File: config.mk
export PLATFORM = sky130hd
export DESIGN_NAME = wb_decoder
export DESIGN_NICKNAME = d
export VERILOG_FILES = /design/src/hdl/soc_bus_pkg.sv /design/src/hdl/wb_decoder.sv
export SDC_FILE = /design/constraint.sdc
export NUM_CORES = 1
export LEC_CHECK = 0
export ABC_AREA = 1
export BUFFER_PORTS_ARGS = -buffer_cell sky130_fd_sc_hd__buf_2
export CAP_MARGIN = 20
export CORE_MARGIN = 3
export CORE_UTILIZATION = 29
export DETAILED_ROUTE_END_ITERATION = 6
export MAX_ROUTING_LAYER = met4
export PLACE_DENSITY_LB_ADDON = 0.3
export SLEW_MARGIN = 20
export SYNTH_ARGS = -nofsm -noshare
export SYNTH_HDL_FRONTEND = slang
export SYNTH_SLANG_ARGS = --single-unit
File: constraint.sdc
create_clock -name sys_clk_i -period 1.25 [get_ports sys_clk_i]
set_clock_uncertainty 0.1 [all_clocks]
set_input_delay 0.125 -clock sys_clk_i [delete_from_list [all_inputs] [get_ports sys_clk_i]]
set_output_delay 0.125 -clock sys_clk_i [all_outputs]
set_load 0.03 [all_outputs]
File: src/hdl/soc_bus_pkg.sv
package soc_bus_pkg;

    // Bus widths
    localparam int ADDR_W = 32;
    localparam int DATA_W = 32;
    localparam int SEL_W  = 4;

    // Base RAM window, 4 MiB
    localparam logic [ADDR_W-1:0] BASERAM_BASE = 32'h8000_0000;
    localparam logic [ADDR_W-1:0] BASERAM_MASK = 32'hFFC0_0000;

    // Ext RAM window, right above Base RAM
    localparam logic [ADDR_W-1:0] EXTRAM_BASE  = 32'h8040_0000;
    localparam logic [ADDR_W-1:0] EXTRAM_MASK  = 32'hFFC0_0000;

    // CLINT window, 1 MiB
    localparam logic [ADDR_W-1:0] CLINT_BASE   = 32'h0200_0000;
    localparam logic [ADDR_W-1:0] CLINT_MASK   = 32'hFFF0_0000;

    // CLINT register offsets inside the window
    localparam logic [15:0] MTIMECMP_LO_OFS = 16'h4000;
    localparam logic [15:0] MTIMECMP_HI_OFS = 16'h4004;
    localparam logic [15:0] MTIME_LO_OFS    = 16'hBFF8;
    localparam logic [15:0] MTIME_HI_OFS    = 16'hBFFC;

    // Timer width
    localparam int MTIME_W = 64;

    // Default on-chip RAM depth in words
    localparam int RAM_WORDS_DEFAULT = 1024;

    // Current bus owner
    typedef enum logic [1:0] {
        GRANT_NONE,
        GRANT_DATA,
        GRANT_INST
    } grant_e;

    // Slave picked by the address decode
    typedef enum logic [1:0] {
        SEL_BASE,
        SEL_EXT,
        SEL_CLINT,
        SEL_NONE
    } slave_sel_e;

endpackage

File: src/hdl/wb_decoder.sv
`timescale 1ns/1ps

module wb_decoder (
    input  logic                            sys_clk_i,
    input  logic                            sys_rst_i,
    // Merged bus from the arbiter
    input  logic                            cyc_i,
    input  logic                            stb_i,
    input  logic [soc_bus_pkg::ADDR_W-1:0]  adr_i,
    output logic [soc_bus_pkg::DATA_W-1:0]  dat_o,
    output logic                            ack_o,
    output logic                            err_o,
    // Base RAM
    output logic                            base_stb_o,
    input  logic                            base_ack_i,
    input  logic [soc_bus_pkg::DATA_W-1:0]  base_dat_i,
    // Ext RAM
    output logic                            ext_stb_o,
    input  logic                            ext_ack_i,
    input  logic [soc_bus_pkg::DATA_W-1:0]  ext_dat_i,
    // CLINT
    output logic                            clint_stb_o,
    input  logic                            clint_ack_i,
    input  logic [soc_bus_pkg::DATA_W-1:0]  clint_dat_i
);
    import soc_bus_pkg::*;

    slave_sel_e slave_sel;
    logic       req;
    logic       err_q;

    assign req = cyc_i & stb_i;

    // Window match by base and mask
    always_comb begin
        if ((adr_i & BASERAM_MASK) == BASERAM_BASE) begin
            slave_sel = SEL_BASE;
        end else if ((adr_i & EXTRAM_MASK) == EXTRAM_BASE) begin
            slave_sel = SEL_EXT;
        end else if ((adr_i & CLINT_MASK) == CLINT_BASE) begin
            slave_sel = SEL_CLINT;
        end else begin
            slave_sel = SEL_NONE;
        end
    end

    // Strobe reaches the matched slave only
    assign base_stb_o  = req & (slave_sel == SEL_BASE);
    assign ext_stb_o   = req & (slave_sel == SEL_EXT);
    assign clint_stb_o = req & (slave_sel == SEL_CLINT);

    // Unmapped hole, one-cycle err like a slave ack
    always_ff @(posedge sys_clk_i or posedge sys_rst_i) begin
        if (sys_rst_i) begin
            err_q <= 1'b0;
        end else begin
            err_q <= req & (slave_sel == SEL_NONE) & ~err_q;
        end
    end

    assign err_o = err_q;

    // Address is held by the master, so slave_sel still points at the responder
    always_comb begin
        case (slave_sel)
            SEL_BASE: begin
                ack_o = base_ack_i;
                dat_o = base_dat_i;
            end
            SEL_EXT: begin
                ack_o = ext_ack_i;
                dat_o = ext_dat_i;
            end
            SEL_CLINT: begin
                ack_o = clint_ack_i;
                dat_o = clint_dat_i;
            end
            default: begin
                ack_o = 1'b0;
                dat_o = '0;
            end
        endcase
    end

endmodule

* Word-level counts from Yosys, hierarchy flattened
Index checks and enable logic that the tools add are counted.
** Storage, ports and cells
- Register bits :: 1
** Cells by class
- Reductions and logical operators :: 1
- Bitwise gates (word level) :: 7
- Equal/unequal tests :: 6
- Multiplexer cells :: 5
** Operators by type and width (count)
- 32-bit one-hot mux with 3 select lines :: 1
- 10-bit == test, second input constant :: 2
- 12-bit by 6-bit == test with 1-bit output, second input constant :: 1
- 1-bit AND :: 6
- 2-bit == test, second input constant :: 2
- 2-bit two-way mux :: 2
- 1-bit one-hot mux with 3 select lines :: 1
- 2-bit by 1-bit == test with 1-bit output, second input constant :: 1
- 2-bit zero test :: 1
- 1-bit two-way mux :: 1
- 1-bit inverter :: 1

* Depth between registers and ports, before layout
Gate-level depths: netlist of run 1.
- Depth after elaboration :: 7
- Gate-level depth with buffers :: 9
- Mapped depth without buffers :: 8

* Worst setup path after synthesis of run 1
OpenSTA, ideal clock, no wires.
- Kind :: input-to-output
- Start point :: input adr_i[29] (netlist name)
- End point :: output clint_stb_o
- Required time :: 1.025 ns
- Slack :: -0.313 ns
- Buffers on the path :: 0
- Arrival time :: 1.338 ns
- Stages :: 3
- Cells stage by stage :: nor2_1 nand2_1 nor4_1
** Between the ends
- Cells in the longest elaborated chain, start to end :: 6
** RTL lines
- start, declared :: RTL line wb_decoder.sv:9 : input logic [soc_bus_pkg::ADDR_W-1:0] adr_i,
- 12-bit by 6-bit == test with 1-bit output :: RTL line wb_decoder.sv:40 : end else if ((adr_i & CLINT_MASK) == CLINT_BASE) begin
- 1-bit two-way mux :: RTL line wb_decoder.sv:40
- 2-bit two-way mux :: RTL line wb_decoder.sv:38 : end else if ((adr_i & EXTRAM_MASK) == EXTRAM_BASE) begin
- 2-bit two-way mux (*) :: RTL line wb_decoder.sv:36 : if ((adr_i & BASERAM_MASK) == BASERAM_BASE) begin
- 2-bit == test (*) :: RTL line wb_decoder.sv:50 : assign clint_stb_o = req & (slave_sel == SEL_CLINT);
- 1-bit AND (*) :: RTL line wb_decoder.sv:50
- end, declared :: RTL line wb_decoder.sv:22 : output logic clint_stb_o,
Every way passes the cells marked *; elsewhere a longest branch is shown, timed or not.

* Worst setup path after layout of run 1
- Start point :: input adr_i[29] (netlist name)
- End point :: output dat_o[11] (netlist name)
** Between the ends
- Cells in the longest elaborated chain, start to end :: 6
** RTL lines
- 12-bit by 6-bit == test with 1-bit output :: RTL line wb_decoder.sv:40
- 1-bit two-way mux :: RTL line wb_decoder.sv:40
- 2-bit two-way mux :: RTL line wb_decoder.sv:38
- 2-bit two-way mux (*) :: RTL line wb_decoder.sv:36
- 2-bit == test, or another cell as far along :: RTL line wb_decoder.sv:65 : case (slave_sel)
- 32-bit one-hot mux with 3 select lines (*) :: RTL line wb_decoder.sv:65
- end, declared :: RTL line wb_decoder.sv:10 : output logic [soc_bus_pkg::DATA_W-1:0] dat_o,
Marks and branches as above.

==> flow_summary.ini, run 1 <==
[drt]
vias = 2423
drtPass1Iterations = 4
routed_wirelength_um = 7067
post-route-drc-count = 0
post_detailed_route_wirelength_per_cell_um = 14.05
route.antenna.remaining_nets = 0
drt-vias-per-instance = 4.817
drtIter0Drc = 52

[cts]
clk-insertion-delay-late_ns = 0
clk_transition_reported_paths_ns = 0

[timing]
worstMarginPinSlew_ns = 0.4528
post-route-period-util_pct = 135.3
timing.final.max_slew_violations = 0
fin_ws_ns = -0.4419
fin_hold_ws_ns = 0.4149
rsz0062_at_grt = yes
achievable-frequency_mhz = 591.1
final-hold-violation-count = 0
setup-violations-final = 36
maxSlewHeadroom_pct = 69.74
period_minus_slack_ns = 1.692

[synth]
synth.yosys.seq_area_share_pct = 1.908
post-synth-top-area-fraction_pct = 27.77
synth_fp_nets = 419
netlist-cell-type-count = 15
synth.ff_latch_count = 1
syn-mean-instance-area_sq_um = 4.617
largest_cells_by_area_after_synthesis = sky130_fd_sc_hd__nor2_1, sky130_fd_sc_hd__nand3_1, sky130_fd_sc_hd__nand2_1
netlist_instances = 284
netlist_area_sq_mm = 0.001311
synthDominantAreaCellType = sky130_fd_sc_hd__nor2_1
ys.warnings.count = 0

[setup_path]
worst_path_largest_cell_delay_ns = 0.20
cpMostUsedCell = sky130_fd_sc_hd__nor2_1
timing.critical_path.arrival_ns = 1.47
critical_path.max_fanout = 5
critical_path.endpoint_type = output port
timing.critical_path.from_type = input port
crit_path_cell_trace = buf_6 > nor2_4 > nand3_4 > a21oi_4 > buf_12 > buf_12 > buf_16 > nor2_1 > nor2_1 > nor2_1 > buf_4
crit_required_ns = 1.02
critical_path.slowest_cell = sky130_fd_sc_hd__a21oi_4
reg2reg_slack_ns = 0.23
critPathKind = input port to output port

[cells_and_area]
insertedDiodeCount = 0
final_core_utilization_pct = 75.86
ff_latch_area_sq_um = 25.02
largest_register_ffs = 1
postLayoutCellArea_sq_mm = 0.003166
layout.filler_cells = 328
layout_cells_sized_above_1_pct = 60.04
multi_input_comb_area_sq_mm = 0.001405
fin_cells = 503
area_delta_synth_final_pct = 141.4
final_nets = 590

[place]
hpwl_um = 3998
area_post_placement_sq_mm = 0.002287
port-buffer-count = 151
final_gp_congestion = 0.7564
dp.cells = 478

[floorplanning]
core_area_sq_mm = 0.004173
floorplan.die_area_sq_mm = 0.005364
core.rowCount = 23
initial_core_util_pct = 31.42
boundaryPins = 172
die_width_um = 73.24
die_span_in_y_um = 73.24

[global_routing]
grt.overflow.total = 0
largest_net_degree_at_the_start_of_global_routing = 20
via_count_of_the_first_global_routing_pass = 2223
grt_antenna_before_repair = 0
track_usage_pct = 24.00
grt_pass1_wl_um = 10160

[hold_path]
holdCritPathClass = input port to asynchronous set/reset pin

[power_and_ir_drop]
power_density_mw_per_mm2 = 155.7
p_total_mw = 0.4929
total_leakage_power_nw = 1.685
irDropWorstVdd_mv = 0.1196

[status]
failed_checks = setup timing
status = finished with violations

[run]
timing.max_cap.violations = 0
[cells in the mapped netlist]
| cell type | n |
|---|---|
| sky130_fd_sc_hd__nand3_1 | 68 |
| sky130_fd_sc_hd__buf_4 | 6 |
| sky130_fd_sc_hd__nand2_1 | 39 |
| sky130_fd_sc_hd__nor2_1 | 97 |
| sky130_fd_sc_hd__a21oi_4 | 1 |
| sky130_fd_sc_hd__nor2_2 | 12 |
| sky130_fd_sc_hd__nor4_1 | 1 |
| sky130_fd_sc_hd__nor3_1 | 4 |
| sky130_fd_sc_hd__or2_2 | 1 |
| sky130_fd_sc_hd__buf_2 | 6 |
| sky130_fd_sc_hd__dfrtp_1 | 1 |
| sky130_fd_sc_hd__buf_6 | 7 |
| sky130_fd_sc_hd__nand3b_1 | 1 |
| sky130_fd_sc_hd__inv_1 | 38 |
| sky130_fd_sc_hd__inv_2 | 2 |
[what timing repair did]
| action | CTS | global route |
|---|---|---|
| endpoints found under the hold margin | 1 | 0 |
| pin swaps | 20 | 25 |
| setup endpoints to repair | 37 | 37 |
| gates resized for setup | 86 | 45 |
| hold buffers | 1 | 0 |
| setup buffers | 14 | 1 |
| cloned | 7 | 2 |
[report_power, final]
group | switching (mW) | internal, mW
sequential | 0.000758 | 0.0347
clock | 0 | 0
combinational | 0.222 | 0.235
[worst max-delay path, delay by kind of cell]
family,cells,cell delay (ns)
AOI/OAI and AO/OA,1,0.20
buffers and inverters,5,0.66
and+or+nand+nor,5,0.48
[final timing paths]
check | startpoint | to | cells past startpoint
min in group sys_clk_i | err_o | err_o | 2
worst max-delay path | adr_i[29] | dat_o[11] | 11
max in group asynchronous | sys_rst_i | err_o | 3
worst max register to register | err_o | err_o | 2
worst min register to register | err_o | err_o | 2
worst min-delay path | sys_rst_i | err_o | 3
[per-layer routing]
layer | GRT usage [%] | up-vias | part of all wire, %
li1 | - | 1221 | -
met3 | 1.791 | 14 | 7.2
met4 | 4.713 | 0 | 2.4
met2 | 46.97 | 113 | 55
met1 | 25.96 | 1075 | 35
met5 | - | - | 0
[cell type report]
type	count	share of cell area [%]
Inverter	40	4.743
Multi-Input combinational cell	225	44.39
Tap cell	50	1.976
Timing Repair Buffer	187	48.10
Sequential cell	1	0.7905
[cells by family after synthesis]
kind of cell	count (synthesis)	synth area share, %
buffers and inverters	59	23.19
DFF	1	1.908
AOI/OAI and AO/OA	1	1.241
and+or+nand+nor	223	73.67
[per-stage QoR]
step	worst slack (ns)	setup TNS, ns
2_1_floorplan	-0.2609	-6.716
4_1_cts	-0.3921	-11.70
3_5_place_dp	-0.8006	-23.98
5_1_grt	-0.5365	-16.14
3_3_place_gp	-0.7355	-22.37
6_report	-0.4419	-13.47
[layout by cell type, fill, tap and decap left out]
master,Yosys,routed
sky130_fd_sc_hd__nor3_2,0,2
sky130_fd_sc_hd__buf_8,0,1
sky130_fd_sc_hd__nand3_4,0,5
sky130_fd_sc_hd__a21oi_4,1,1
sky130_fd_sc_hd__nor2_1,97,79
sky130_fd_sc_hd__nor3_4,0,2
sky130_fd_sc_hd__inv_2,2,4
sky130_fd_sc_hd__buf_16,0,6
sky130_fd_sc_hd__buf_4,6,35
sky130_fd_sc_hd__nand2_2,0,10
sky130_fd_sc_hd__nand2_1,39,29
sky130_fd_sc_hd__buf_2,6,108
sky130_fd_sc_hd__clkbuf_16,0,2
sky130_fd_sc_hd__nor2_4,0,20
sky130_fd_sc_hd__buf_6,7,23
sky130_fd_sc_hd__nand3b_1,1,1
sky130_fd_sc_hd__nor4_2,0,1
sky130_fd_sc_hd__inv_1,38,36
sky130_fd_sc_hd__buf_12,0,11
sky130_fd_sc_hd__or2_2,1,1
sky130_fd_sc_hd__nor2_2,12,11
sky130_fd_sc_hd__dfrtp_1,1,1
sky130_fd_sc_hd__dlygate4sd3_1,0,1
sky130_fd_sc_hd__nand3_2,0,29
sky130_fd_sc_hd__nand3_1,68,34
(Power assumes the default switching activity.)
==> inputs of run 2 (changes only) <==
PLACE_DENSITY = 0.79   (was not set)
PLACE_DENSITY_LB_ADDON = not set   (was 0.3)
==> flow_summary.ini, run 2 (synthesized netlist as in run 1, its figures left out) <==
[place]
final_gp_congestion = 0.8565
port-buffer-count = 151
hpwl_um = 4152
dp.cells = 477

[cells_and_area]
layout.cells.most_common_list = sky130_fd_sc_hd__buf_2, sky130_fd_sc_hd__nor2_1, sky130_fd_sc_hd__nand3_1
area_delta_synth_final_pct = 137.9
final_nets = 590
final_core_utilization_pct = 74.75
largest_register_ffs = 1
insertedDiodeCount = 0
layout.filler_cells = 346
layout_cells_sized_above_1_pct = 58.28
layout_commonest_cell = sky130_fd_sc_hd__buf_2
fin_cells = 503

[timing]
worstMarginPinSlew_ns = 0.4343
period_minus_slack_ns = 1.703
fin_hold_ws_ns = 0.4362
achievable-frequency_mhz = 587.0
fin_ws_ns = -0.4535
maxSlewHeadroom_pct = 70.98
timing.final.max_slew_violations = 0
setup-violations-final = 35
post-route-period-util_pct = 136.3
rsz0062_at_grt = yes
finalSetupTns_ns = -12.66
final-hold-violation-count = 0

[global_routing]
largest_net_degree_at_the_start_of_global_routing = 20
grt_antenna_before_repair = 0
grt_util_met2_pct = 46.87
groute.layer.met1.usage_pct = 25.70
track_usage_pct = 24.08
grt_pass1_wl_um = 10160
via_count_of_the_first_global_routing_pass = 2290
grt_use_met3_pct = 1.240
grt.overflow.total = 0
grt_most_used_layer = met2

[cts]
clk_transition_reported_paths_ns = 0
clk-insertion-delay-late_ns = 0

[floorplanning]
core.rowCount = 23
boundaryPins = 172
die_width_um = 73.24
initial_core_util_pct = 31.42
die_span_in_y_um = 73.24
core_area_sq_mm = 0.004173
floorplan.die_area_sq_mm = 0.005364

[status]
failed_checks = setup timing
status = finished with violations

[hold_path]
holdCritPathClass = input port to asynchronous set/reset pin

[drt]
drtIter0Drc = 88
vias = 2442
route.antenna.remaining_nets = 0
post_detailed_route_wirelength_per_cell_um = 13.88
routed_wirelength_um = 6983
drtPass1Iterations = 4
post-route-drc-count = 0
drt-vias-per-instance = 4.855

[setup_path]
critical_path.max_fanout = 4
timing.critical_path.arrival_ns = 1.48
crit_required_ns = 1.02
critical_path.endpoint_type = output port
timing.critical_path.from_type = input port
critPathKind = input port to output port

[power_and_ir_drop]
p_total_mw = 0.4910
irDropWorstVdd_mv = 0.1600
power_density_mw_per_mm2 = 157.4
total_leakage_power_nw = 1.712

[run]
timing.max_cap.violations = 0
==> run 2: cell counts in the layout (fill, tap and decap cells not counted) <==
No cell type changed its count.
==> run 2: repair_timing <==
action                     CTS  global route
cloned                       7             2
setup endpoints to repair   37            37
pin swaps                   26            15
resized for setup           80            47
setup buffers               18             2
hold endpoints to repair     1             0
hold buffers                 1             0
==> run 2: metrics by stage <==
| step | instance area (sq um) | setup WS, ns |
|---|---|---|
| 6_report | 3119 | -0.4535 |
| 5_1_grt | 3119 | -0.5451 |
| 4_1_cts | 2917 | -0.3842 |
| 3_5_place_dp | 2280 | -0.7957 |
| 3_3_place_gp | 2280 | -0.7235 |
| 2_1_floorplan | 1476 | -0.2609 |
==> run 2: per-layer routing <==
metal | vias to the layer above | part of all wire [%]
met5 | - | 0
met4 | 0 | 3.0
met2 | 135 | 55
met3 | 18 | 8.3
li1 | 1217 | -
met1 | 1072 | 34
==> run 2: worst paths after layout <==
path                           start   endpoint  slack, ns  cells after the start
max in group asynchronous  sys_rst_i      err_o       0.51                      3
setup reg to reg               err_o      err_o       0.17                      2
hold / removal             sys_rst_i      err_o       0.44                      3
setup / recovery           adr_i[22]  dat_o[21]      -0.45                     11
min in group sys_clk_i         err_o      err_o       0.44                      2
hold reg to reg                err_o      err_o       0.44                      2
==> run 2: area by class of cell <==
type | instances | area (sq um) | share of cell area [%]
repair buffers | 187 | 1496 | 47.97
multi-input cells | 225 | 1385 | 44.40
inverters | 40 | 150.1 | 4.813
well taps | 50 | 62.56 | 2.006
flip-flops and latches | 1 | 25.02 | 0.8022
==> run 2: report_power, final <==
part	switching [mW]	total, mW	internal [mW]
clock	0	0	0
combinational	0.220	0.455	0.236
sequential	0.000974	0.0357	0.0347
==> run 2: critical path: stages <==
cell	delay, ns
sky130_fd_sc_hd__buf_8	0.08
sky130_fd_sc_hd__inv_1	0.04
sky130_fd_sc_hd__nor2_1	0.13
sky130_fd_sc_hd__nand2_2	0.13
sky130_fd_sc_hd__a21oi_4	0.25
sky130_fd_sc_hd__buf_6	0.17
sky130_fd_sc_hd__clkbuf_16	0.15
sky130_fd_sc_hd__nor2_1	0.05
sky130_fd_sc_hd__nor2_1	0.11
sky130_fd_sc_hd__nor2_1	0.05
sky130_fd_sc_hd__buf_4	0.18
