File: src/hdl/soc_bus_pkg.sv
package soc_bus_pkg;

    // Bus widths
    localparam int ADDR_W = 32;
    localparam int DATA_W = 32;
    localparam int SEL_W  = 4;

    // Base RAM window, 4 MiB
    localparam logic [ADDR_W-1:0] BASERAM_BASE = 32'h8000_0000;
    localparam logic [ADDR_W-1:0] BASERAM_MASK = 32'hFFC0_0000;

    // Ext RAM window, right above Base RAM
    localparam logic [ADDR_W-1:0] EXTRAM_BASE  = 32'h8040_0000;
    localparam logic [ADDR_W-1:0] EXTRAM_MASK  = 32'hFFC0_0000;

    // CLINT window, 1 MiB
    localparam logic [ADDR_W-1:0] CLINT_BASE   = 32'h0200_0000;
    localparam logic [ADDR_W-1:0] CLINT_MASK   = 32'hFFF0_0000;

    // CLINT register offsets inside the window
    localparam logic [15:0] MTIMECMP_LO_OFS = 16'h4000;
    localparam logic [15:0] MTIMECMP_HI_OFS = 16'h4004;
    localparam logic [15:0] MTIME_LO_OFS    = 16'hBFF8;
    localparam logic [15:0] MTIME_HI_OFS    = 16'hBFFC;

    // Timer width
    localparam int MTIME_W = 64;

    // Default on-chip RAM depth in words
    localparam int RAM_WORDS_DEFAULT = 1024;

    // Current bus owner
    typedef enum logic [1:0] {
        GRANT_NONE,
        GRANT_DATA,
        GRANT_INST
    } grant_e;

    // Slave picked by the address decode
    typedef enum logic [1:0] {
        SEL_BASE,
        SEL_EXT,
        SEL_CLINT,
        SEL_NONE
    } slave_sel_e;

endpackage

File: src/hdl/wb_arbiter.sv
`timescale 1ns/1ps

module wb_arbiter (
    input  logic                            sys_clk_i,
    input  logic                            sys_rst_i,
    // Data master
    input  logic                            data_cyc_i,
    input  logic                            data_stb_i,
    input  logic                            data_we_i,
    input  logic [soc_bus_pkg::SEL_W-1:0]   data_sel_i,
    input  logic [soc_bus_pkg::ADDR_W-1:0]  data_adr_i,
    input  logic [soc_bus_pkg::DATA_W-1:0]  data_dat_i,
    output logic [soc_bus_pkg::DATA_W-1:0]  data_dat_o,
    output logic                            data_ack_o,
    output logic                            data_err_o,
    // Instruction master
    input  logic                            inst_cyc_i,
    input  logic                            inst_stb_i,
    input  logic                            inst_we_i,
    input  logic [soc_bus_pkg::SEL_W-1:0]   inst_sel_i,
    input  logic [soc_bus_pkg::ADDR_W-1:0]  inst_adr_i,
    input  logic [soc_bus_pkg::DATA_W-1:0]  inst_dat_i,
    output logic [soc_bus_pkg::DATA_W-1:0]  inst_dat_o,
    output logic                            inst_ack_o,
    output logic                            inst_err_o,
    // Merged bus towards the decoder
    output logic                            bus_cyc_o,
    output logic                            bus_stb_o,
    output logic                            bus_we_o,
    output logic [soc_bus_pkg::SEL_W-1:0]   bus_sel_o,
    output logic [soc_bus_pkg::ADDR_W-1:0]  bus_adr_o,
    output logic [soc_bus_pkg::DATA_W-1:0]  bus_dat_o,
    input  logic [soc_bus_pkg::DATA_W-1:0]  bus_dat_i,
    input  logic                            bus_ack_i,
    input  logic                            bus_err_i
);
    import soc_bus_pkg::*;

    grant_e grant_q;
    logic   data_req;
    logic   inst_req;

    assign data_req = data_cyc_i & data_stb_i;
    assign inst_req = inst_cyc_i & inst_stb_i;

    // Grant taken only from idle, data master first
    always_ff @(posedge sys_clk_i or posedge sys_rst_i) begin
        if (sys_rst_i) begin
            grant_q <= GRANT_NONE;
        end else begin
            case (grant_q)
                GRANT_NONE: begin
                    if (data_req) begin
                        grant_q <= GRANT_DATA;
                    end else if (inst_req) begin
                        grant_q <= GRANT_INST;
                    end
                end
                // Owner keeps the bus until its cyc drops
                GRANT_DATA: begin
                    if (!data_cyc_i) begin
                        grant_q <= GRANT_NONE;
                    end
                end
                GRANT_INST: begin
                    if (!inst_cyc_i) begin
                        grant_q <= GRANT_NONE;
                    end
                end
                default: grant_q <= GRANT_NONE;
            endcase
        end
    end

    // Request mux, bus stays quiet while idle
    always_comb begin
        bus_cyc_o = 1'b0;
        bus_stb_o = 1'b0;
        bus_we_o  = 1'b0;
        bus_sel_o = '0;
        bus_adr_o = '0;
        bus_dat_o = '0;
        if (grant_q == GRANT_DATA) begin
            bus_cyc_o = data_cyc_i;
            bus_stb_o = data_stb_i;
            bus_we_o  = data_we_i;
            bus_sel_o = data_sel_i;
            bus_adr_o = data_adr_i;
            bus_dat_o = data_dat_i;
        end else if (grant_q == GRANT_INST) begin
            bus_cyc_o = inst_cyc_i;
            bus_stb_o = inst_stb_i;
            bus_we_o  = inst_we_i;
            bus_sel_o = inst_sel_i;
            bus_adr_o = inst_adr_i;
            bus_dat_o = inst_dat_i;
        end
    end

    // Responses go back to the owner only
    assign data_ack_o = (grant_q == GRANT_DATA) & bus_ack_i;
    assign data_err_o = (grant_q == GRANT_DATA) & bus_err_i;
    assign data_dat_o = (grant_q == GRANT_DATA) ? bus_dat_i : '0;
    assign inst_ack_o = (grant_q == GRANT_INST) & bus_ack_i;
    assign inst_err_o = (grant_q == GRANT_INST) & bus_err_i;
    assign inst_dat_o = (grant_q == GRANT_INST) ? bus_dat_i : '0;

endmodule

File: config.mk
export PLATFORM = sky130hd
export DESIGN_NAME = wb_arbiter
export DESIGN_NICKNAME = d
export VERILOG_FILES = /design/src/hdl/soc_bus_pkg.sv /design/src/hdl/wb_arbiter.sv
export SDC_FILE = /design/constraint.sdc
export NUM_CORES = 1
export LEC_CHECK = 0
export BUFFER_PORTS_ARGS = -buffer_cell sky130_fd_sc_hd__buf_4
export CAP_MARGIN = 25
export CORE_AREA = 2 2 122 124
export CTS_CLUSTER_DIAMETER = 80
export CTS_CLUSTER_SIZE = 8
export DETAILED_ROUTE_END_ITERATION = 12
export DIE_AREA = 0 0 124 126
export SLEW_MARGIN = 10
export SYNTH_ARGS = -nofsm -noshare
export SYNTH_HDL_FRONTEND = slang
export SYNTH_SLANG_ARGS = --single-unit
File: constraint.sdc
create_clock -name sys_clk_i -period 3.9 [get_ports sys_clk_i]
set_clock_uncertainty 0.15 [all_clocks]
set_input_delay 0.78 -clock sys_clk_i [delete_from_list [all_inputs] [get_ports sys_clk_i]]
set_output_delay 0.78 -clock sys_clk_i [all_outputs]
set_load 0.02 [all_outputs]
# After elaboration in Yosys (flattened, before gate mapping)
# Index checks and enable logic that the tools add are counted.
# W data, S select, Z words.
# totals
output_inout_bits	139
input_bits	178
elab_cells	33
reg_bits	2
# op_classes
mux	19
eq_ne	5
bitwise_logic	6
reduce_logical	2
# op_table
operator	n
$mux W32	6
$mux W2	4
$mux W4	2
$and A1 B1 Y1	6
$mux W1	6
$pmux W2 S3	1
$ne A2 B2 Y1 const B	2
$ne A3 B3 Y1 const B	1
$reduce_and A3 Y1	1
$eq A2 B1 Y1 const B	1
$eq A2 B2 Y1 const B	1
$logic_not A2 Y1	1

# Longest topological paths before layout
# Gate-level depths: netlist of the first run.
# logic_depth
depth_word	4
mapped_depth	5

# Worst setup path after synthesis of the first run
# No wires, ideal clock.
# synth_timing
path_kind	input to output
startpoint	input inst_cyc_i
endpoint	output bus_cyc_o
setup_slack_ns	1.771
cell_stages	2
required_time_ns	2.970
arrival_ns	1.199
path_buffers	0
cell_sequence	nand2b_1 a2bb2o_1
# synth_via
elab_chain_cells	2
# synth_rtl
item	line_no	rtl
start, declared	wb_arbiter.sv:17	input logic inst_cyc_i,
$mux W1	wb_arbiter.sv:90	end else if (grant_q == GRANT_INST) begin
$mux W1	wb_arbiter.sv:83	if (grant_q == GRANT_DATA) begin
end, declared	wb_arbiter.sv:27	output logic bus_cyc_o,
# No other way between the ends.

# Worst setup path in the final report of the first run
# layout_timing
startpoint	register grant_q[1]
endpoint	output bus_adr_o[0] (netlist name)
# layout_via
elab_chain_cells	3
# layout_rtl
item	line_no	rtl
start, declared	wb_arbiter.sv:39	grant_e grant_q;
start signal, assigned	wb_arbiter.sv:49	grant_q <= GRANT_NONE;
start signal, assigned	wb_arbiter.sv:54	grant_q <= GRANT_DATA;
start signal, assigned	wb_arbiter.sv:56	grant_q <= GRANT_INST;
$eq A2 B2 Y1	wb_arbiter.sv:90	
$mux W32	wb_arbiter.sv:90	
$mux W32 (*)	wb_arbiter.sv:83	
end, declared	wb_arbiter.sv:31	output logic [soc_bus_pkg::ADDR_W-1:0] bus_adr_o,
# Every way passes the cells marked *; elsewhere a longest branch is shown, timed or not.

==> results of run 1 <==
==> cells by family after synthesis <==
logic type	share of synthesized area (%)
AOI/OAI and AO/OA	49.0
buffers and inverters	12.9
DFF	3.82
and+or+nand+nor	34.4
==> final cells by class <==
| type | instances | share of cell area, % |
|---|---|---|
| timing repair buffer | 319 | 62.0 |
| clock buffer | 3 | 1.94 |
| inverter | 2 | 0.194 |
| sequential | 2 | 1.30 |
| tap | 184 | 5.96 |
| multi-input combinational | 145 | 28.6 |
==> stage by stage <==
stage / utilization (%) / setup slack [ns]
CTS: 27.0 / 0.889
global placement: 26.5 / 1.23
global route: 27.0 / 0.761
floorplan: - / 1.77
finish: 27.0 / 0.898
detailed placement: 26.5 / 1.12
==> cells in the mapped netlist (all sizes together) <==
cell type | number | area share (%)
a2bb2o | 1 | 0.76
and2 | 68 | 32
buf | 20 | 11
a311oi | 1 | 0.67
o211a | 1 | 0.76
nor2 | 1 | 0.29
a22o | 70 | 47
dfrtp | 2 | 3.8
nand2b | 1 | 0.48
clkbuf | 3 | 0.86
inv | 2 | 0.57
nor2b | 2 | 1.1
==> path summary, 6_finish.rpt <==
kind,to
worst max-delay path,bus_adr_o[0]
worst min-delay path,grant_q[1]
worst max register to register,grant_q[1]
worst min register to register,grant_q[0]
max in group asynchronous,grant_q[0]
min in group sys_clk_i,grant_q[0]
==> metal layers <==
| layer | vias to the layer above | track usage (%) | routed length, um |
|---|---|---|---|
| met2 | 171 | 18.6 | 4600 |
| met5 | - | 0 | 0 |
| met4 | 0 | 1.19 | 63 |
| met3 | 6 | 1.49 | 1010 |
| met1 | 1149 | 11.3 | 3310 |
| li1 | 1238 | - | - |
==> power groups by stage <==
stage / registers, W / logic, W / clock network [W]
2_1_floorplan: 0.0000239 / 0.000279 / 0
3_3_place_gp: 0.0000249 / 0.000570 / 0
3_5_place_dp: 0.0000252 / 0.000579 / 0
4_1_cts: 0.0000250 / 0.000580 / 0.000156
5_1_grt: 0.0000254 / 0.000611 / 0.000160
6_report: 0.0000249 / 0.000575 / 0.000154
==> run summary, run 1 <==
status - finished, final reports clean
Finished Cell Area - 3860 um^2
Reg area - 50.0 um^2
Post CTS Setup Buffer Count - 0
PostCTS Resize Cnt - 0
Area after DPL - 3790 um^2
R2R cell count - 2
Clock Tree Root - clkbuf_16
Synth Net Count - 350
most frequent cells in the layout - 319 x buf_4, 70 x a22o_1, 68 x and2_1, 3 x clkbuf_16
nets - 651
Synth Cell Area - 1310 um^2
Clk Latency, worst-skew pair - 0.22 ns
CTS tree - yes
Mapped Cells - 172
Power Dens Cells - 195 nW/um^2
Die Width - 124 um
layout cells sized above 1 - 68.8%
largest net degree at the start of global routing - 104
Critical Path Source Type - flip-flop
setup_tns - 0 ns
area occupied by multi-input gates - 1100 um^2
crit-path max FO - 103
largest stage delay on the critical path - 0.72 ns
cts bufs inserted - 3
Setup Crit Path Kind - reg -> out
initial antenna violation count - 0
Tcrit/Tclk final - 77.0%
worst path bufs/invs - 2
vias in the first global route - 2358
Post-DP HPWL - 7550 um
GRT Total Usage - 9.65%
FMAX - 0.333 GHz
final hold slack - 0.268 ns
Max Root-Sink Buffers - 2
register bit total from synthesis - 2
maxcap violations - 0
crit path time final - 3.00 ns
1st-pass router iterations - 4
Critical Path Sink Type - output port
cell count after placement - 652
Combinational Power Share - 76.2%
Critical Path RT - 2.97 ns
Design Power - 0.000754 W
crit path from - grant_q[1]
non-filler instance count after layout - 655
number of clock sinks - 2
Ys Warns - 0
total number of vias - 2564
Die Span Y - 126 um
core area - 14300 um^2
Seq pwr share - 3.3%
switching share of power - 39.7%
Max transition margin - 35.2%
DR WL/cell - 13.7 um
drt drc - 0
WP data arrival - 2.07 ns
reg-to-reg critical path startpoint - grant_q[0]
H-tree levels - 1
commonest non-fill, non-tap cell in the layout - buf_4
reg2reg setup slack - 2.79 ns
Setup violations, final - 0
Largest Register - grant_q
port bufs - 316
Unique masters post-synth - 15
Largest register FFs - 2
CP top delay family - buffers and inverters
row count - 44
Vias/cell - 3.91
Critical Path, Cell by Cell - nor2b_4, buf_4, a22o_1, buf_4
synthesized area per cell - 7.62 um^2
Layout area overhead - 195%
RSZ-0062 raised after global routing - false
Initial Utilization - 9.16%
biggest regs - grant_q: 2 flops
Top cell by count, worst path - buf_4
Clock Power Share - 20.5%
remaining global-route overflow - 0
Ports - 317
cell depth of the worst setup path - 4
# diodes - 0
internal power - 0.000455 W
Die Area - 15600 um^2
Peak supply drop - 0.224 mV
Final GP Congestion - 0.736
part of the Yosys area used for sequential elements - 3.82%
Leak - 2.15 nW
first-pass GRT wire length - 12000 um
final hold vios - 0
Worst-Margin Slew - 0.972 ns
Reg clk slew, reported paths - 0.03 ns
Iter 0 DRT Violations - 93
DRT antenna net count - 0
Detailed Route WL - 8980 um
CTS Hold Bufs - 0
critical path's slowest cell - buf_4
FILL cells - 1551
fin. max-slew vios - 0
HP Class - in -> async
NetSw - 0.000299 W
Note: power is estimated with default switching activity, not from simulation.
==> inputs of run 2 (changes only) <==
==> constraint.sdc (replaced) <==
create_clock -name sys_clk_i -period 2.5 [get_ports sys_clk_i]
set_clock_uncertainty 0.15 [all_clocks]
set_input_delay 0.5 -clock sys_clk_i [delete_from_list [all_inputs] [get_ports sys_clk_i]]
set_output_delay 0.5 -clock sys_clk_i [all_outputs]
set_load 0.02 [all_outputs]
==> run 2 against run 1 <==
Wire length up 0.31%. Sequential share of layout area about the same. Setup slack worse by 0.72 ns. Non-clock buffer count up 1. Cell count up 0.15%. Via count up 1.0%. Largest cell class unchanged.
==> run summary, run 2 (synthesis results as in run 1) <==
status - finished, final reports clean
Die Area - 15600 um^2 (unchanged)
DR WL/cell - 13.7 um (+0.16%)
nets - 652 (+0.15%)
Die Span Y - 126 um (unchanged)
setup_tns - 0 ns (unchanged)
CTS tree - yes
1st-pass router iterations - 4 (unchanged)
Final GP Congestion - 0.748 (+1.7%)
final hold vios - 0 (unchanged)
largest net degree at the start of global routing - 106 (+1.9%)
critical path's slowest cell - dfrtp_1
Power Dens Cells - 304 nW/um^2 (+56%)
Seq pwr share - 3.3% (about the same)
Initial Utilization - 9.16% (unchanged)
GRT Total Usage - 9.49% (-0.16 points)
first-pass GRT wire length - 11900 um (-0.92%)
Largest Register - grant_q
Leak - 2.16 nW (+0.55%)
Largest register FFs - 2 (unchanged)
FILL cells - 1513 (-2.5%)
layout cells sized above 1 - 68.6% (-0.15 points)
remaining global-route overflow - 0 (unchanged)
Tcrit/Tclk final - 93.0%
DRT antenna net count - 0 (unchanged)
internal power - 0.000717 W (+58%)
number of clock sinks - 2 (unchanged)
core area - 14300 um^2 (unchanged)
HP Class - in -> reg
port bufs - 316 (unchanged)
crit path time final - 2.33 ns
drt drc - 0 (unchanged)
RSZ-0062 raised after global routing - false
Setup violations, final - 0 (unchanged)
cts bufs inserted - 3 (unchanged)
Combinational Power Share - 76.3% (about the same)
non-filler instance count after layout - 656 (+0.15%)
Max transition margin - 71.4% (+36 points)
# diodes - 0 (unchanged)
Setup Crit Path Kind - reg -> out
vias in the first global route - 2396 (+1.6%)
Critical Path Source Type - flip-flop
NetSw - 0.000471 W (+57%)
commonest non-fill, non-tap cell in the layout - buf_4
Post-DP HPWL - 7300 um (-3.3%)
row count - 44 (unchanged)
crit-path max FO - 105 (+1.9%)
Peak supply drop - 0.341 mV (+52%)
Clock Tree Root - clkbuf_16
Place WS - 0.277 ns (-0.843 ns)
largest stage delay on the critical path - 0.42 ns (-0.30 ns)
final hold slack - 0.363 ns (+0.0944 ns)
switching share of power - 39.6% (about the same)
Design Power - 0.00119 W (+58%)
Detailed Route WL - 9010 um (+0.31%)
Final Worst Setup Slack - 0.174 ns (-0.724 ns)
Iter 0 DRT Violations - 64 (-31%)
Layout area overhead - 198%
Ports - 317 (unchanged)
WP data arrival - 1.68 ns (-0.39 ns)
most frequent cells in the layout - 316 x buf_4, 70 x a22o_1, 68 x and2_1, 3 x clkbuf_16
Vias/cell - 3.95 (+0.86%)
initial antenna violation count - 0 (unchanged)
biggest regs - grant_q: 2 flops
Worst-Margin Slew - 0.429 ns (-0.543 ns)
Clock Power Share - 20.4% (about the same)
Clk Latency, worst-skew pair - 0.22 ns (about the same)
H-tree levels - 1 (unchanged)
cell count after placement - 652 (unchanged)
maxcap violations - 0 (unchanged)
Critical Path RT - 1.85 ns (-1.12 ns)
Max Root-Sink Buffers - 2 (unchanged)
FMAX - 0.430 GHz
reg2reg setup slack - 1.36 ns (-1.43 ns)
fin. max-slew vios - 0 (unchanged)
total number of vias - 2590 (+1.0%)
Critical Path Sink Type - output port
Die Width - 124 um (unchanged)
Reg clk slew, reported paths - 0.03 ns (about the same)
Critical Path, Cell by Cell - nor2b_4, buf_12, a22o_1, buf_4
## run 2: cell count changes in the layout (fill, tap and decap cells not counted), sizes merged
cell and delta:
dlygate4sd3 +1
## run 2: timing repair
item	4_1_cts	5_1_grt
buffers inserted	0	0
hold endpoints to repair	2	0
resized for setup	0	1
endpoints found under the setup margin	0	4
hold buffers	1	0
## run 2: metrics by stage
stage	util, %	instance area (um^2)
floorplan	-	1310
finish	27.3	3900
detailed placement	26.6	3810
global route	27.3	3900
global placement	26.6	3810
CTS	27.2	3900
## run 2: final timing paths
path	startpoint	cells after the start	endpoint
setup / recovery	grant_q[0]	4	bus_adr_o[0]
hold / removal	data_cyc_i	2	grant_q[1]
setup reg to reg	grant_q[0]	2	grant_q[1]
hold reg to reg	grant_q[0]	1	grant_q[0]
max in group asynchronous	sys_rst_i	3	grant_q[1]
min in group asynchronous	sys_rst_i	3	grant_q[0]
## run 2: final cells by class
class,instances,area (um^2),area share [%]
Inverter,2,7.51,0.192
Tap cell,184,230,5.90
Multi-Input combinational cell,145,1100,28.3
Clock buffer,3,75.1,1.92
Timing Repair Buffer,320,2430,62.4
Sequential cell,2,50.0,1.28
## run 2: critical path: cells and delay by family, from the launching register on
kind	cells	cell delay, ns
buffers and inverters	2	0.51
DFF	1	0.42
AOI/OAI and AO/OA	1	0.27
and+or+nand+nor	1	0.20
## run 2: power groups by stage
stage / clock, W / sequential, W / combinational (W)
after floorplan: 0 / 0.0000373 / 0.000435
after global placement: 0 / 0.0000391 / 0.000898
after detailed placement: 0 / 0.0000395 / 0.000912
after CTS: 0.000244 / 0.0000392 / 0.000916
after global routing: 0.000247 / 0.0000394 / 0.000964
final: 0.000242 / 0.0000392 / 0.000906
## run 2: layer usage
layer	vias up	part of all wire (%)	wire length (um)	global-route usage, %
li1	1239	-	-	-
met1	1173	36	3250	10.4
met2	174	53	4750	19.2
met3	4	11	984	1.63
met4	0	0.23	21	0.859
met5	-	0	0	0
==> inputs of run 3 (changes only) <==
==> config.mk (replaced) <==
export PLATFORM = sky130hd
export DESIGN_NAME = wb_arbiter
export DESIGN_NICKNAME = d
export VERILOG_FILES = /design/src/hdl/soc_bus_pkg.sv /design/src/hdl/wb_arbiter.sv
export SDC_FILE = /design/constraint.sdc
export NUM_CORES = 1
export LEC_CHECK = 0
export CAP_MARGIN = 25
export CORE_AREA = 2 2 124 126
export CTS_CLUSTER_DIAMETER = 80
export CTS_CLUSTER_SIZE = 8
export DETAILED_ROUTE_END_ITERATION = 12
export DIE_AREA = 0 0 126 128
export DONT_BUFFER_PORTS = 1
export SYNTH_ARGS = -nofsm -noshare
export SYNTH_HDL_FRONTEND = slang
export SYNTH_SLANG_ARGS = --single-unit
==> run 3 against run 2 <==
Sequential power about the same. Total power is 38% lower. Wire length fell by 10%. Sequential share of layout area grew 2.0 points. Hold slack worse by 0.095 ns. Clock power about the same. Highest routed layer unchanged.
==> run summary, run 3 (synthesis results as in run 1) <==
Largest register FFs - 2 (unchanged)
fin. max-slew vios - 0 (unchanged)
WP data arrival - 1.56 ns (-0.12 ns)
maxcap violations - 0 (unchanged)
Critical Path Sink Type - output port
Clk Latency, worst-skew pair - 0.22 ns (about the same)
Power Dens Cells - 479 nW/um^2 (+57%)
port bufs - 0 (-100%)
initial antenna violation count - 0 (unchanged)
R2R cell count - 2 (unchanged)
Largest Register - grant_q
Tcrit/Tclk final - 88.2% (-4.8 points)
total number of vias - 1493 (-42%)
critical path's slowest cell - dfrtp_1
final hold vios - 0 (unchanged)
internal power - 0.000365 W (-49%)
Seq pwr share - 5.3% (+2.0 points)
Hold Crit Depth - 1 (-1)
largest net degree at the start of global routing - 91 (-14%)
crit path from - grant_q[1]
Initial Utilization - 8.82% (-0.34 points)
setup_tns - 0 ns (unchanged)
switching share of power - 50.5% (+11 points)
status - finished, final reports clean
remaining global-route overflow - 0 (unchanged)
Leak - 0.578 nW (-73%)
Layout area overhead - 17.3%
FILL cells - 1745 (+15%)
H-tree levels - 1 (unchanged)
Reg clk slew, reported paths - 0.03 ns (about the same)
Worst-Margin Slew - 0.357 ns (-0.0715 ns)
Peak supply drop - 0.141 mV (-59%)
first-pass GRT wire length - 9070 um (-24%)
Max transition margin - 76.2% (+4.8 points)
DR WL/cell - 23.4 um (+71%)
Clock Tree Root - clkbuf_16
commonest non-fill, non-tap cell in the layout - a22o_1
drt drc - 0 (unchanged)
DRT antenna net count - 0 (unchanged)
reg2reg setup slack - 1.26 ns (-0.10 ns)
cell count after placement - 341 (-48%)
vias in the first global route - 1124 (-53%)
layout cells sized above 1 - 5.73% (-63 points)
Critical Path Source Type - flip-flop
non-filler instance count after layout - 345 (-47%)
RSZ-0062 raised after global routing - false
Critical Path, Cell by Cell - nor2b_4, buf_12, a22o_1
Reg-to-Reg End - grant_q[1]
HP Start - data_stb_i
crit-path max FO - 89 (-15%)
FMAX - 0.453 GHz (+5.5%)
most frequent cells in the layout - 70 x a22o_1, 68 x and2_1, 3 x clkbuf_16
HP Class - in -> reg
Detailed Route WL - 8080 um (-10%)
largest stage delay on the critical path - 0.42 ns (about the same)
Max Root-Sink Buffers - 2 (unchanged)
number of clock sinks - 2 (unchanged)
1st-pass router iterations - 4 (unchanged)
Combinational Power Share - 62.1% (-14 points)
Setup Crit Path Kind - reg -> out
core area - 14900 um^2 (+3.8%)
Clock Power Share - 32.6% (+12 points)
CTS tree - yes
Die Width - 126 um (+1.6%)
reg-to-reg critical path startpoint - grant_q[0]
row count - 45 (+2.3%)
Setup violations, final - 0 (unchanged)
biggest regs - grant_q: 2 flops
GRT Total Usage - 8.38% (-1.1 points)
Critical Path RT - 1.85 ns (about the same)
Post CTS Setup Buffer Count - 0 (unchanged)
Final GP Congestion - 0.695 (-7.1%)
Ports - 317 (unchanged)
Iter 0 DRT Violations - 153 (+140%)
cts bufs inserted - 3 (unchanged)
Vias/cell - 4.33 (+9.6%)
crit path time final - 2.21 ns (-0.121 ns)
NetSw - 0.000372 W (-21%)
Die Area - 16100 um^2 (+3.2%)
Die Span Y - 128 um (+1.6%)
nets - 337 (-48%)
# diodes - 0 (unchanged)
hold-critical path endpoint - grant_q[1]
## run 3: cell count changes in the layout (fill, tap and decap cells not counted)
cell,before,now
buf_6,1,0
buf_4,316,2
## run 3: stage by stage
stage          instance area (um^2)  worst slack [ns]  utilization [%]  power [W]  hold slack, ns
3_5_place_dp                   1450             0.557             9.77   0.000494           0.108
2_1_floorplan                  1310             0.673                -   0.000472          0.0912
5_1_grt                        1540             0.239             10.3   0.000765           0.282
3_3_place_gp                   1450             0.599             9.77   0.000487          0.0990
6_report                       1540             0.295             10.3   0.000737           0.268
4_1_cts                        1540             0.319             10.3   0.000739           0.265
## run 3: metal layers
layer	global-route usage [%]	wire length, um	vias up
met5	0	0	-
met4	1.75	48	0
met3	2.38	759	4
met2	13.7	3990	162
met1	11.0	3280	717
li1	-	-	610
## run 3: area by class of cell
| cell class | count | area [um^2] | share of cell area (%) |
|---|---|---|---|
| Tap cell | 188 | 235 | 15.3 |
| Multi-Input combinational cell | 145 | 1100 | 71.8 |
| Clock buffer | 3 | 75.1 | 4.88 |
| Timing Repair Buffer | 5 | 65.1 | 4.23 |
| Sequential cell | 2 | 50.0 | 3.25 |
| Inverter | 2 | 7.51 | 0.488 |
## run 3: worst max-delay path, delay by kind of cell (launching register included)
kind	cells	cell delay [ns]
buffers and inverters	1	0.29
AOI/OAI and AO/OA	1	0.33
DFF	1	0.42
and+or+nand+nor	1	0.22
## run 3: worst max path at each step
stage                     slack (ns)  cells after the start       endpoint
final                           0.29                      3  bus_dat_o[13]
after global routing            0.24                      3   bus_adr_o[7]
after CTS                       0.32                      3   bus_adr_o[7]
after detailed placement        0.56                      3   bus_adr_o[7]
after global placement          0.60                      3  bus_adr_o[14]
after floorplan                 0.67                      5  bus_adr_o[17]
## run 3: repair_timing
action                                 in CTS  in global routing
hold buffers                                1                  0
gates resized for setup                     0                  0
endpoints found under the hold margin       2                  0
## run 3: power by group through the flow
stage	registers [W]	clock network (W)	logic [W]
2_1_floorplan	0.0000373	0	0.000435
3_3_place_gp	0.0000390	0	0.000449
3_5_place_dp	0.0000392	0	0.000454
4_1_cts	0.0000390	0.000243	0.000457
5_1_grt	0.0000393	0.000248	0.000478
6_report	0.0000390	0.000240	0.000458
